[config.mk]
export PLATFORM = sky130hd
export DESIGN_NAME = wb_bootrom
export DESIGN_NICKNAME = d
export VERILOG_FILES = /design/src/source/wb_pkg.sv /design/src/source/tile_pkg.sv /design/src/source/wb_bootrom.sv
export VERILOG_INCLUDE_DIRS = /design/src /design/src/source
export SDC_FILE = /design/constraint.sdc
export NUM_CORES = 1
export LEC_CHECK = 0
export BUFFER_PORTS_ARGS = -buffer_cell sky130_fd_sc_hd__buf_2
export CORE_MARGIN = 2
export CORE_UTILIZATION = 32
export CTS_CLUSTER_SIZE = 20
export DETAILED_ROUTE_END_ITERATION = 16
export GPL_TIMING_DRIVEN = 0
export PLACE_DENSITY_LB_ADDON = 0.15
export SLEW_MARGIN = 20
export SYNTH_ARGS = -nofsm -noshare
export SYNTH_HDL_FRONTEND = slang
export SYNTH_SLANG_ARGS = --single-unit
[constraint.sdc]
create_clock -name clk -period 1.5 [get_ports clk]
set_input_delay 0.075 -clock clk [delete_from_list [all_inputs] [get_ports clk]]
set_output_delay 0.075 -clock clk [all_outputs]
set_load 0.1 [all_outputs]
[src/source/tile_params.svh]
`ifndef TILE_PARAMS_SVH
`define TILE_PARAMS_SVH

// Bus widths
`define WB_ADR_W 32
`define WB_DAT_W 32
`define WB_SEL_W 4

`define NUM_MASTERS 2

// Memory depths in words
`define SRAM_WORDS 1024
`define BOOT_WORDS 16

// Top address nibble per region
`define REGION_W    4
`define REGION_SRAM 4'h0
`define REGION_EXT  4'he
`define REGION_BOOT 4'hf

`endif

[src/source/wb_pkg.sv]
`include "tile_params.svh"

package wb_pkg;

  // Master to slave, classic single transfer
  typedef struct packed {
    logic [`WB_ADR_W-1:0] adr;
    logic [`WB_DAT_W-1:0] dat;
    logic [`WB_SEL_W-1:0] sel;
    logic                 we;
    logic                 cyc;
    logic                 stb;
  } wb_req_t;

  // Slave to master
  typedef struct packed {
    logic [`WB_DAT_W-1:0] dat;
    logic                 ack;
    logic                 err;
  } wb_rsp_t;

endpackage

[src/source/tile_pkg.sv]
`include "tile_params.svh"

package tile_pkg;

  typedef enum logic [1:0] {
    SLV_SRAM = 2'd0,
    SLV_BOOT = 2'd1,
    SLV_EXT  = 2'd2,
    SLV_NONE = 2'd3
  } slave_sel_t;

  // Boot code, jumps into local memory
  parameter logic [`WB_DAT_W-1:0] BOOT_IMAGE [`BOOT_WORDS] = '{
    32'h18000000,
    32'h18200000,
    32'ha8210000,
    32'h18400000,
    32'ha8420100,
    32'h18600000,
    32'ha8630004,
    32'hd4021800,
    32'h9c630001,
    32'he4031000,
    32'h0ffffffd,
    32'h15000000,
    32'h18800000,
    32'h44002000,
    32'h15000000,
    32'h00000000
  };

endpackage

[src/source/wb_bootrom.sv]
`timescale 1ns/1ps
`include "tile_params.svh"

module wb_bootrom (
  input  logic            clk,
  input  logic            rst_n_i,
  input  wb_pkg::wb_req_t req_i,
  output wb_pkg::wb_rsp_t rsp_o
);

  localparam int OFF_W = $clog2(`WB_SEL_W);
  localparam int IDX_W = $clog2(`BOOT_WORDS);

  logic [IDX_W-1:0]     idx;
  logic [`WB_DAT_W-1:0] rdata_q;
  logic                 ack_q;
  logic                 hit;

  // Image repeats over the whole region
  assign idx = req_i.adr[OFF_W +: IDX_W];
  assign hit = req_i.cyc & req_i.stb & ~ack_q;

  always_ff @(posedge clk) begin
    if (hit) begin
      rdata_q <= tile_pkg::BOOT_IMAGE[idx];
    end
  end

  always_ff @(posedge clk or negedge rst_n_i) begin
    if (!rst_n_i) begin
      ack_q <= 1'b0;
    end else begin
      ack_q <= hit;
    end
  end

  always_comb begin
    rsp_o.dat = rdata_q;
    rsp_o.ack = ack_q;
    rsp_o.err = 1'b0;
  end

  // Decoder turns boot writes into decode errors
  a_no_write: assert property (@(posedge clk) disable iff (!rst_n_i)
    req_i.cyc && req_i.stb |-> !req_i.we);

endmodule

==> run_summary.xml, run 1 <==
<?xml version="1.0" encoding="UTF-8"?>
<metrics>
  <group name="die">
    <metric name="initial_utilization" unit="%">32.7</metric>
    <metric name="top_level_ports" unit="">107</metric>
    <metric name="floorplan.rows" unit="">21</metric>
    <metric name="dieArea" unit="um2">3840</metric>
    <metric name="floorplan.die.height" unit="um">62.0</metric>
    <metric name="design.core.area" unit="um2">3280</metric>
    <metric name="dieWidth" unit="um">62.0</metric>
  </group>
  <group name="global_routing">
    <metric name="grt_first_pass_wirelength" unit="mm">3.04</metric>
    <metric name="grt_overflow" unit="">0</metric>
    <metric name="antenna_violations_before_repair" unit="">0</metric>
    <metric name="grt_pass1_vias" unit="">712</metric>
    <metric name="all_layer_gr_usage" unit="%">10.7</metric>
    <metric name="grt_max_degree" unit="">21</metric>
  </group>
  <group name="place">
    <metric name="place.gp.congestion" unit="">0.733</metric>
    <metric name="dpl.hpwl" unit="mm">1.50</metric>
    <metric name="io_buffer_count" unit="">38</metric>
    <metric name="preCtsSetupSlack" unit="ns">-0.0138</metric>
  </group>
  <group name="critical_path">
    <metric name="reg2reg_to" unit="">rdata_q[28]$_DFFE_PP_</metric>
    <metric name="setup.worst_path.start_class" unit="">flip-flop</metric>
    <metric name="critical_path.endpoint_type" unit="">output pin</metric>
    <metric name="cp_num_buf_inv" unit="">2</metric>
    <metric name="cpMaxStageDelayCell" unit="">sky130_fd_sc_hd__buf_2</metric>
    <metric name="cpPeakStageDelay" unit="ns">0.41</metric>
    <metric name="criticalPathCategory" unit="">reg -&gt; out</metric>
    <metric name="critical_path_required" unit="ns">1.42</metric>
    <metric name="worstRegToRegCells" unit="">1</metric>
    <metric name="critical_path.reg2reg.startpoint" unit="">ack_q$_DFF_PN0_</metric>
    <metric name="r2r_slack" unit="ns">0.27</metric>
    <metric name="worstPathMaxFanout" unit="">2</metric>
    <metric name="timing.critical_path.arrival" unit="ns">1.23</metric>
    <metric name="cp_top_family" unit="">buffers and inverters</metric>
    <metric name="worstPathCellList" unit="">buf_4, buf_2</metric>
  </group>
  <group name="route">
    <metric name="vias" unit="">789</metric>
    <metric name="drt_drc_violations_left" unit="">0</metric>
    <metric name="drt-initial-drc-count" unit="">12</metric>
    <metric name="routed_wl" unit="mm">2.03</metric>
    <metric name="detail_route.vias_per_cell" unit="">4.31</metric>
    <metric name="final_antenna_net_count" unit="">0</metric>
    <metric name="wl_per_cell" unit="um">11.1</metric>
    <metric name="drt_first_pass_iters" unit="">4</metric>
  </group>
  <group name="timing">
    <metric name="max_clock_freq" unit="GHz">0.766</metric>
    <metric name="fin_ws" unit="ns">0.194</metric>
    <metric name="finalWorstPathRequiredPeriod" unit="ns">1.31</metric>
    <metric name="final.period_utilization" unit="%">87.1</metric>
    <metric name="final-setup-viol-count" unit="">0</metric>
    <metric name="finalHoldWorstSlack" unit="ns">0.0647</metric>
    <metric name="maxSlewHeadroom" unit="%">64.4</metric>
    <metric name="setup_repair_after_global_routing_missed_its_margin" unit="">no</metric>
    <metric name="worstMarginPinSlew" unit="ns">0.533</metric>
    <metric name="worst_clock_skew" unit="ns">0.00564</metric>
    <metric name="totalNegativeSetupSlack" unit="ns">0</metric>
    <metric name="hold_viol_final" unit="">0</metric>
    <metric name="maxSlewViolCount" unit="">0</metric>
  </group>
  <group name="synthesis">
    <metric name="synthDistinctLibCells" unit="">20</metric>
    <metric name="syn_avg_cell_area" unit="um2">11.7</metric>
    <metric name="synthTopCellsByArea" unit="">sky130_fd_sc_hd__edfxtp_1 53%, sky130_fd_sc_hd__buf_4 11%, sky130_fd_sc_hd__ha_1 8.1%</metric>
    <metric name="dominant_combinational_cell_family_by_area_after_synthesis" unit="">buffers and inverters</metric>
    <metric name="register_bit_count_reported_by_yosys" unit="">20</metric>
    <metric name="synth_compound_area_share" unit="%">10.1</metric>
    <metric name="yosys_warnings" unit="">0</metric>
    <metric name="synth-xor-area-share" unit="%">0.815</metric>
    <metric name="netlist_instances" unit="">92</metric>
    <metric name="portion_of_the_post_synthesis_area_used_by_sequential_elements" unit="%">55.4</metric>
    <metric name="synth_top_cell_area_share" unit="%">53.1</metric>
    <metric name="synthDominantAreaCellType" unit="">sky130_fd_sc_hd__edfxtp_1</metric>
    <metric name="synth_simple_gate_area_share" unit="%">8.03</metric>
    <metric name="cell_area_synth" unit="um2">1070</metric>
    <metric name="synth_mux_area_share" unit="%">2.79</metric>
    <metric name="synth_adder_area_share" unit="%">8.15</metric>
  </group>
  <group name="pwr">
    <metric name="static-leakage-power" unit="uW">0.000667</metric>
    <metric name="power.ir.vdd_worst" unit="mV">0.339</metric>
    <metric name="power_density" unit="nW/um2">970</metric>
  </group>
  <group name="clock_network">
    <metric name="cts.path.max_buffers" unit="">2</metric>
    <metric name="cts_buffers" unit="">3</metric>
    <metric name="cts.root.buffer_cell" unit="">sky130_fd_sc_hd__clkbuf_4</metric>
    <metric name="tritoncts" unit="">yes</metric>
    <metric name="clock_insertion_delay_worst_skew" unit="ns">0.30</metric>
    <metric name="clk_pin_slew" unit="ns">0.11</metric>
    <metric name="numClockSinks" unit="">20</metric>
    <metric name="cts_max_level" unit="">1</metric>
  </group>
  <group name="worst_hold_path">
    <metric name="hp-class" unit="">in -&gt; async</metric>
  </group>
  <group name="final_layout">
    <metric name="drive_above_1_share" unit="%">46.0</metric>
    <metric name="num-nets-final" unit="">218</metric>
    <metric name="antennaDiodeCount" unit="">0</metric>
    <metric name="layout-area-overhead-vs-synth" unit="%">33.3</metric>
    <metric name="final_cell_mix" unit="">28 x sky130_fd_sc_hd__buf_4, 28 x sky130_fd_sc_hd__buf_2, 19 x sky130_fd_sc_hd__edfxtp_1, 7 x sky130_fd_sc_hd__ha_1</metric>
    <metric name="nFillCells" unit="">336</metric>
  </group>
  <group name="status">
    <metric name="run_status" unit="">complete, no violations</metric>
  </group>
  <group name="flow_run">
    <metric name="cap_violations" unit="">0</metric>
  </group>
</metrics>
power breakdown:
group	switching, uW	internal, uW	leakage, uW	total (uW)
combinational	343	91.8	0.000450	435
clock	159	148	0.0000210	307
sequential	6.90	642	0.000196	649
metal layers:
metal | wire, um | vias up | share of wire [%] | global-route usage, %
li1 | - | 391 | - | -
met1 | 915 | 357 | 45 | 13.2
met2 | 951 | 38 | 47 | 19.3
met3 | 152 | 3 | 7.5 | 0.828
met4 | 10 | 0 | 0.49 | 3.65
met5 | 0 | - | 0 | 0
kinds of logic after synthesis:
kind of cell             count (synthesis)
other                                    1
buffers and inverters                   24
XOR/XNOR                                 1
AND/OR/NAND/NOR                         18
AO/OA/AOI/OAI                           18
adder cells (fa/ha/maj)                  7
multiplexers                             3
flip-flops                              20
what timing repair did:
item,CTS,global route
hold buffers,1,0
endpoints found under the setup margin,31,10
buffers inserted,0,1
hold endpoints to repair,1,0
gates resized for setup,13,1
pin swaps,0,0
how the worst max path moves through the flow:
stage                               from                    end  slack (ns)  cells past startpoint
5_1_grt                  ack_q$_DFF_PN0_               rsp_o[1]        0.15                      2
3_5_place_dp             ack_q$_DFF_PN0_  rdata_q[28]$_DFFE_PP_       -0.01                      1
6_report                 ack_q$_DFF_PN0_               rsp_o[1]        0.19                      2
3_3_place_gp             ack_q$_DFF_PN0_  rdata_q[28]$_DFFE_PP_        0.02                      1
2_1_floorplan  rdata_q[25]$_SDFFCE_PN0P_              rsp_o[11]       -0.11                      1
4_1_cts        rdata_q[25]$_SDFFCE_PN0P_               rsp_o[5]        0.02                      1
sequential cells by signal, indices dropped and copies added, names as in the netlist:
| signal | count |
|---|---|
| rdata_q | 19 |
| ack_q | 1 |
area by class of cell:
type                    instances  area (um2)  share of cell area (%)
well taps                      46        57.6                    4.02
multi-input cells              49         337                    23.5
flip-flops and latches         20         596                    41.6
repair buffers                 40         253                    17.6
clock buffers                   4        36.3                    2.53
plain buffers                  19         135                    9.43
inverters                       5        18.8                    1.31
synth_stat cells, drive strengths merged:
master and n:
nand2b 3, buf 19, nand2 6, nor2 4, dfrtp 1, inv 5
mux2i 3, nor3 1, o22ai 6, ha 7, o21ai 2, edfxtp 19
a21boi 2, xnor2 1, a2bb2oi 1, nor2b 4, a21o 1, a21oi 6
conb 1
metrics by stage:
stage / instance area [um2] / instances / total power [uW] / util, %
after CTS: 1410 / 182 / 1390 / 42.9
after global routing: 1430 / 183 / 1440 / 43.6
after global placement: 1330 / 177 / 1080 / 40.5
after detailed placement: 1330 / 177 / 1080 / 40.5
final: 1430 / 183 / 1390 / 43.6
after floorplan: 1080 / 93 / 1020 / -
Note: power is estimated with default switching activity, not from simulation.
==> run 2: changes to the inputs <==
--- a/config.mk
+++ b/config.mk
@@ -13,6 +13,7 @@
 export DETAILED_ROUTE_END_ITERATION = 16
 export GPL_TIMING_DRIVEN = 0
 export PLACE_DENSITY_LB_ADDON = 0.15
+export RECOVER_POWER = 100
 export SLEW_MARGIN = 20
 export SYNTH_ARGS = -nofsm -noshare
 export SYNTH_HDL_FRONTEND = slang
==> run_summary.xml, run 2 (synthesized netlist as in run 1, its figures left out) <==
<?xml version="1.0" encoding="UTF-8"?>
<metrics>
  <group name="status">
    <metric name="run_status" unit="">complete, no violations</metric>
  </group>
  <group name="die">
    <metric name="design.core.area" unit="um2">3280</metric>
    <metric name="floorplan.rows" unit="">21</metric>
    <metric name="initial_utilization" unit="%">32.7</metric>
    <metric name="top_level_ports" unit="">107</metric>
    <metric name="dieArea" unit="um2">3840</metric>
    <metric name="dieWidth" unit="um">62.0</metric>
    <metric name="floorplan.die.height" unit="um">62.0</metric>
  </group>
  <group name="timing">
    <metric name="final.period_utilization" unit="%">89.8</metric>
    <metric name="worst_clock_skew" unit="ns">0.00565</metric>
    <metric name="worstMarginPinSlew" unit="ns">0.545</metric>
    <metric name="maxSlewHeadroom" unit="%">63.8</metric>
    <metric name="hold_viol_final" unit="">0</metric>
    <metric name="final-setup-viol-count" unit="">0</metric>
    <metric name="finalWorstPathRequiredPeriod" unit="ns">1.35</metric>
    <metric name="totalNegativeSetupSlack" unit="ns">0</metric>
    <metric name="setup_repair_after_global_routing_missed_its_margin" unit="">no</metric>
    <metric name="max_clock_freq" unit="GHz">0.743</metric>
    <metric name="maxSlewViolCount" unit="">0</metric>
  </group>
  <group name="critical_path">
    <metric name="timing.critical_path.arrival" unit="ns">1.27</metric>
    <metric name="criticalPathCategory" unit="">reg -&gt; out</metric>
    <metric name="worstPathMaxFanout" unit="">13</metric>
    <metric name="critical_path_required" unit="ns">1.42</metric>
    <metric name="critical_path.endpoint_type" unit="">output pin</metric>
    <metric name="setup.worst_path.start_class" unit="">flip-flop</metric>
  </group>
  <group name="final_layout">
    <metric name="layout-area-overhead-vs-synth" unit="%">32.6</metric>
    <metric name="antennaDiodeCount" unit="">0</metric>
    <metric name="post-route-util" unit="%">43.4</metric>
    <metric name="final_cell_mix" unit="">20 x sky130_fd_sc_hd__clkbuf_2, 19 x sky130_fd_sc_hd__edfxtp_1, 16 x sky130_fd_sc_hd__buf_4, 15 x sky130_fd_sc_hd__clkbuf_4, 7 x sky130_fd_sc_hd__ha_1</metric>
    <metric name="layout.cells.most_common" unit="">sky130_fd_sc_hd__clkbuf_2</metric>
    <metric name="reg.largest.list" unit="">rdata_q (19), ack_q (1)</metric>
    <metric name="drive_above_1_share" unit="%">43.1</metric>
    <metric name="final_cell_area" unit="um2">1430</metric>
    <metric name="num-nets-final" unit="">218</metric>
    <metric name="nFillCells" unit="">339</metric>
    <metric name="largest_register" unit="">rdata_q</metric>
    <metric name="max_ffs_per_register" unit="">19</metric>
  </group>
  <group name="place">
    <metric name="placed_area" unit="um2">1330</metric>
    <metric name="dpl.hpwl" unit="mm">1.50</metric>
    <metric name="io_buffer_count" unit="">38</metric>
    <metric name="place.gp.congestion" unit="">0.733</metric>
  </group>
  <group name="route">
    <metric name="drt_drc_violations_left" unit="">0</metric>
    <metric name="routed_wl" unit="mm">2.01</metric>
    <metric name="final_antenna_net_count" unit="">0</metric>
    <metric name="vias" unit="">776</metric>
    <metric name="drt_first_pass_iters" unit="">4</metric>
    <metric name="detail_route.vias_per_cell" unit="">4.24</metric>
    <metric name="wl_per_cell" unit="um">11.0</metric>
    <metric name="drt-initial-drc-count" unit="">10</metric>
  </group>
  <group name="global_routing">
    <metric name="grt_first_pass_wirelength" unit="mm">3.04</metric>
    <metric name="grt_max_degree" unit="">21</metric>
    <metric name="antenna_violations_before_repair" unit="">0</metric>
    <metric name="all_layer_gr_usage" unit="%">10.7</metric>
    <metric name="grt_pass1_vias" unit="">712</metric>
    <metric name="grt_overflow" unit="">0</metric>
  </group>
  <group name="worst_hold_path">
    <metric name="hp-class" unit="">in -&gt; async</metric>
  </group>
  <group name="clock_network">
    <metric name="tritoncts" unit="">yes</metric>
    <metric name="cts.root.buffer_cell" unit="">sky130_fd_sc_hd__clkbuf_4</metric>
    <metric name="clock_insertion_delay_worst_skew" unit="ns">0.30</metric>
    <metric name="numClockSinks" unit="">20</metric>
    <metric name="cts_buffers" unit="">3</metric>
    <metric name="cts_max_level" unit="">1</metric>
    <metric name="clk_pin_slew" unit="ns">0.11</metric>
    <metric name="cts.path.max_buffers" unit="">2</metric>
  </group>
  <group name="flow_run">
    <metric name="cap_violations" unit="">0</metric>
  </group>
  <group name="pwr">
    <metric name="power.ir.vdd_worst" unit="mV">0.339</metric>
    <metric name="design_power_total" unit="uW">1380</metric>
    <metric name="power_density" unit="nW/um2">972</metric>
    <metric name="static-leakage-power" unit="uW">0.000654</metric>
  </group>
</metrics>
run 2: cell count changes in the layout (fill, tap and decap cells not counted), sizes merged:
cell / previous run / this run
clkbuf: 5 / 40
buf: 57 / 22
run 2: final cells by class:
type	count	area [um2]	area share, %
buffer	19	134	9.39
tap	46	57.6	4.04
sequential	20	596	41.8
timing repair buffer	40	246	17.3
clock buffer	4	36.3	2.55
multi-input combinational	49	337	23.6
inverter	5	18.8	1.32
run 2: metal layers:
metal | global-route usage [%] | vias up | part of all wire, %
li1 | - | 392 | -
met1 | 13.2 | 343 | 46
met2 | 19.3 | 38 | 46
met3 | 0.828 | 3 | 7.4
met4 | 3.65 | 0 | 0.70
met5 | 0 | - | 0
run 2: what timing repair did:
| item | 4_1_cts | 5_1_grt |
|---|---|---|
| resized for setup | 13 | 1 |
| setup endpoints to repair | 31 | 10 |
| pin swaps | 0 | 0 |
| gates cloned | 0 | 0 |
| hold buffers | 1 | 0 |
| endpoints found under the hold margin | 1 | 0 |
| buffers inserted | 0 | 1 |
run 2: power breakdown:
group | leakage, uW | switching (uW) | internal [uW]
Combinational | 0.000437 | 342 | 87.7
Sequential | 0.000196 | 7.73 | 642
Clock | 0.0000210 | 157 | 148
run 2: worst paths after layout:
path	startpoint	end	slack (ns)	depth (start not counted)
worst max-delay path	rdata_q[25]$_SDFFCE_PN0P_	rsp_o[27]	0.15	3
worst min-delay path	rst_n_i	ack_q$_DFF_PN0_	0.07	2
worst max register to register	ack_q$_DFF_PN0_	rdata_q[8]$_DFFE_PP_	0.27	1
worst min register to register	ack_q$_DFF_PN0_	ack_q$_DFF_PN0_	0.59	1
max in group asynchronous	rst_n_i	ack_q$_DFF_PN0_	1.35	2
min in group clk	req_i[0]	ack_q$_DFF_PN0_	0.13	3
run 2: metrics by stage:
step | hold WS [ns] | cells | worst slack [ns]
floorplan | -0.221 | 93 | -0.108
detailed placement | -0.149 | 177 | -0.0138
global route | 0.0657 | 183 | 0.109
finish | 0.0654 | 183 | 0.154
CTS | 0.0703 | 182 | 0.0231
global placement | -0.148 | 177 | 0.0185
run 2: critical path, stage by stage, from the launching register on:
cell	delay, ns
sky130_fd_sc_hd__edfxtp_1	0.43
sky130_fd_sc_hd__buf_12	0.16
sky130_fd_sc_hd__buf_4	0.12
sky130_fd_sc_hd__clkbuf_4	0.27
==> run 3: changes to the inputs <==
--- a/config.mk
+++ b/config.mk
@@ -13,7 +13,7 @@
 export DETAILED_ROUTE_END_ITERATION = 16
 export GPL_TIMING_DRIVEN = 0
 export PLACE_DENSITY_LB_ADDON = 0.15
-export RECOVER_POWER = 100
+export RECOVER_POWER = 50
 export SLEW_MARGIN = 20
 export SYNTH_ARGS = -nofsm -noshare
 export SYNTH_HDL_FRONTEND = slang
==> run_summary.xml, run 3 (synthesized netlist as in run 1, its figures left out) <==
<?xml version="1.0" encoding="UTF-8"?>
<metrics>
  <group name="status">
    <metric name="run_status" unit="">complete, no violations</metric>
  </group>
  <group name="route">
    <metric name="routed_wl" unit="mm">2.02</metric>
    <metric name="drt-initial-drc-count" unit="">8</metric>
    <metric name="detail_route.vias_per_cell" unit="">4.26</metric>
    <metric name="vias" unit="">780</metric>
    <metric name="drt_drc_violations_left" unit="">0</metric>
    <metric name="wl_per_cell" unit="um">11.0</metric>
    <metric name="final_antenna_net_count" unit="">0</metric>
    <metric name="drt_first_pass_iters" unit="">4</metric>
  </group>
  <group name="critical_path">
    <metric name="cpMaxStageDelayCell" unit="">sky130_fd_sc_hd__buf_2</metric>
    <metric name="worstPathMaxFanout" unit="">2</metric>
    <metric name="critical_path_required" unit="ns">1.42</metric>
    <metric name="timing.critical_path.arrival" unit="ns">1.23</metric>
    <metric name="cp_top_family" unit="">buffers and inverters</metric>
    <metric name="worstPathCellList" unit="">buf_4, buf_2</metric>
    <metric name="cpPeakStageDelay" unit="ns">0.41</metric>
    <metric name="setup.worst_path.start_class" unit="">flip-flop</metric>
    <metric name="cp_num_buf_inv" unit="">2</metric>
    <metric name="criticalPathCategory" unit="">reg -&gt; out</metric>
    <metric name="critical_path.endpoint_type" unit="">output pin</metric>
  </group>
  <group name="global_routing">
    <metric name="grt_max_degree" unit="">21</metric>
    <metric name="grt_overflow" unit="">0</metric>
    <metric name="all_layer_gr_usage" unit="%">10.7</metric>
    <metric name="grt_first_pass_wirelength" unit="mm">3.04</metric>
    <metric name="antenna_violations_before_repair" unit="">0</metric>
    <metric name="grt_pass1_vias" unit="">712</metric>
  </group>
  <group name="clock_network">
    <metric name="clk_pin_slew" unit="ns">0.11</metric>
    <metric name="cts_max_level" unit="">1</metric>
    <metric name="clock_insertion_delay_worst_skew" unit="ns">0.30</metric>
    <metric name="cts_buffers" unit="">3</metric>
    <metric name="cts.path.max_buffers" unit="">2</metric>
    <metric name="cts.root.buffer_cell" unit="">sky130_fd_sc_hd__clkbuf_4</metric>
    <metric name="tritoncts" unit="">yes</metric>
    <metric name="numClockSinks" unit="">20</metric>
  </group>
  <group name="die">
    <metric name="floorplan.rows" unit="">21</metric>
    <metric name="top_level_ports" unit="">107</metric>
    <metric name="design.core.area" unit="um2">3280</metric>
    <metric name="dieArea" unit="um2">3840</metric>
    <metric name="dieWidth" unit="um">62.0</metric>
    <metric name="floorplan.die.height" unit="um">62.0</metric>
    <metric name="initial_utilization" unit="%">32.7</metric>
  </group>
  <group name="final_layout">
    <metric name="antennaDiodeCount" unit="">0</metric>
    <metric name="layout.cells.most_common" unit="">sky130_fd_sc_hd__buf_4</metric>
    <metric name="final_cell_mix" unit="">28 x sky130_fd_sc_hd__buf_4, 19 x sky130_fd_sc_hd__edfxtp_1, 15 x sky130_fd_sc_hd__clkbuf_2, 9 x sky130_fd_sc_hd__buf_2, 7 x sky130_fd_sc_hd__ha_1</metric>
    <metric name="reg.largest.list" unit="">rdata_q (19), ack_q (1)</metric>
    <metric name="post-route-util" unit="%">43.5</metric>
    <metric name="max_ffs_per_register" unit="">19</metric>
    <metric name="num-nets-final" unit="">218</metric>
    <metric name="finalNonFillerCells" unit="">183</metric>
    <metric name="layout-area-overhead-vs-synth" unit="%">32.8</metric>
    <metric name="drive_above_1_share" unit="%">43.1</metric>
    <metric name="largest_register" unit="">rdata_q</metric>
  </group>
  <group name="pwr">
    <metric name="comb_power_share" unit="%">31.1</metric>
    <metric name="switching_part_of_the_total" unit="%">36.6</metric>
    <metric name="pwr-share-seq" unit="%">46.8</metric>
    <metric name="static-leakage-power" unit="uW">0.000658</metric>
    <metric name="power_density" unit="nW/um2">972</metric>
    <metric name="power.ir.vdd_worst" unit="mV">0.340</metric>
    <metric name="clockPowerShare" unit="%">22.0</metric>
    <metric name="net-switching-power" unit="uW">508</metric>
    <metric name="cellInternalPower" unit="uW">880</metric>
  </group>
  <group name="worst_hold_path">
    <metric name="hp-class" unit="">in -&gt; async</metric>
  </group>
  <group name="timing">
    <metric name="worstMarginPinSlew" unit="ns">0.545</metric>
    <metric name="max_clock_freq" unit="GHz">0.766</metric>
    <metric name="setup_repair_after_global_routing_missed_its_margin" unit="">no</metric>
    <metric name="final-setup-viol-count" unit="">0</metric>
    <metric name="maxSlewViolCount" unit="">0</metric>
    <metric name="final.period_utilization" unit="%">87.0</metric>
    <metric name="hold_viol_final" unit="">0</metric>
    <metric name="finalWorstPathRequiredPeriod" unit="ns">1.31</metric>
    <metric name="maxSlewHeadroom" unit="%">63.8</metric>
    <metric name="worst_clock_skew" unit="ns">0.00592</metric>
  </group>
  <group name="place">
    <metric name="dpl.hpwl" unit="mm">1.50</metric>
    <metric name="place.gp.congestion" unit="">0.733</metric>
    <metric name="io_buffer_count" unit="">38</metric>
    <metric name="place_inst" unit="">177</metric>
  </group>
  <group name="flow_run">
    <metric name="cap_violations" unit="">0</metric>
  </group>
</metrics>
run 3: changes by cell type in the layout (fill, tap and decap cells not counted), sizes merged:
cell	delta
buf	+16
clkbuf	-16
run 3: per-stage QoR:
stage               hold WS, ns  setup TNS [ns]  power (uW)  area (um2)  setup WS [ns]
global route             0.0657               0        1440        1430          0.148
finish                   0.0651               0        1390        1430          0.194
detailed placement       -0.149          -0.243        1080        1330        -0.0138
floorplan                -0.221           -1.29        1020        1080         -0.108
global placement         -0.148               0        1080        1330         0.0185
CTS                      0.0703               0        1390        1410         0.0231
run 3: power groups by stage:
stage                     sequential [uW]  combinational (uW)  clock (uW)
final                                 650                 432         305
after global routing                  652                 457         334
after CTS                             652                 431         309
after detailed placement              664                 421           0
after global placement                663                 420           0
after floorplan                       819                 203           0
run 3: routing by layer:
layer / track usage, % / wire length (um) / vias to the layer above / part of all wire (%)
met5: 0 / 0 / - / 0
met4: 3.65 / 14 / 0 / 0.69
met3: 0.828 / 154 / 3 / 7.6
met2: 19.3 / 938 / 38 / 46
met1: 13.2 / 913 / 346 / 45
li1: - / - / 393 / -
run 3: final cells by class:
class | instances | area, um2
multi-input cells | 49 | 337
inverters | 5 | 18.8
well taps | 46 | 57.6
flip-flops and latches | 20 | 596
clock buffers | 4 | 36.3
fillers | 339 | 1860
plain buffers | 19 | 134
repair buffers | 40 | 249
run 3: what timing repair did:
item / 4_1_cts / 5_1_grt
hold buffers: 1 / 0
hold endpoints to repair: 1 / 0
endpoints found under the setup margin: 31 / 10
buffers inserted: 0 / 1
resized for setup: 13 / 1
run 3: worst paths after layout:
check,start,end,depth (start not counted),slack (ns)
worst max-delay path,ack_q$_DFF_PN0_,rsp_o[1],2,0.19
worst min-delay path,rst_n_i,ack_q$_DFF_PN0_,2,0.07
worst max register to register,ack_q$_DFF_PN0_,rdata_q[8]$_DFFE_PP_,1,0.27
worst min register to register,ack_q$_DFF_PN0_,ack_q$_DFF_PN0_,1,0.59
max in group asynchronous,rst_n_i,ack_q$_DFF_PN0_,2,1.35
min in group clk,req_i[0],ack_q$_DFF_PN0_,3,0.13
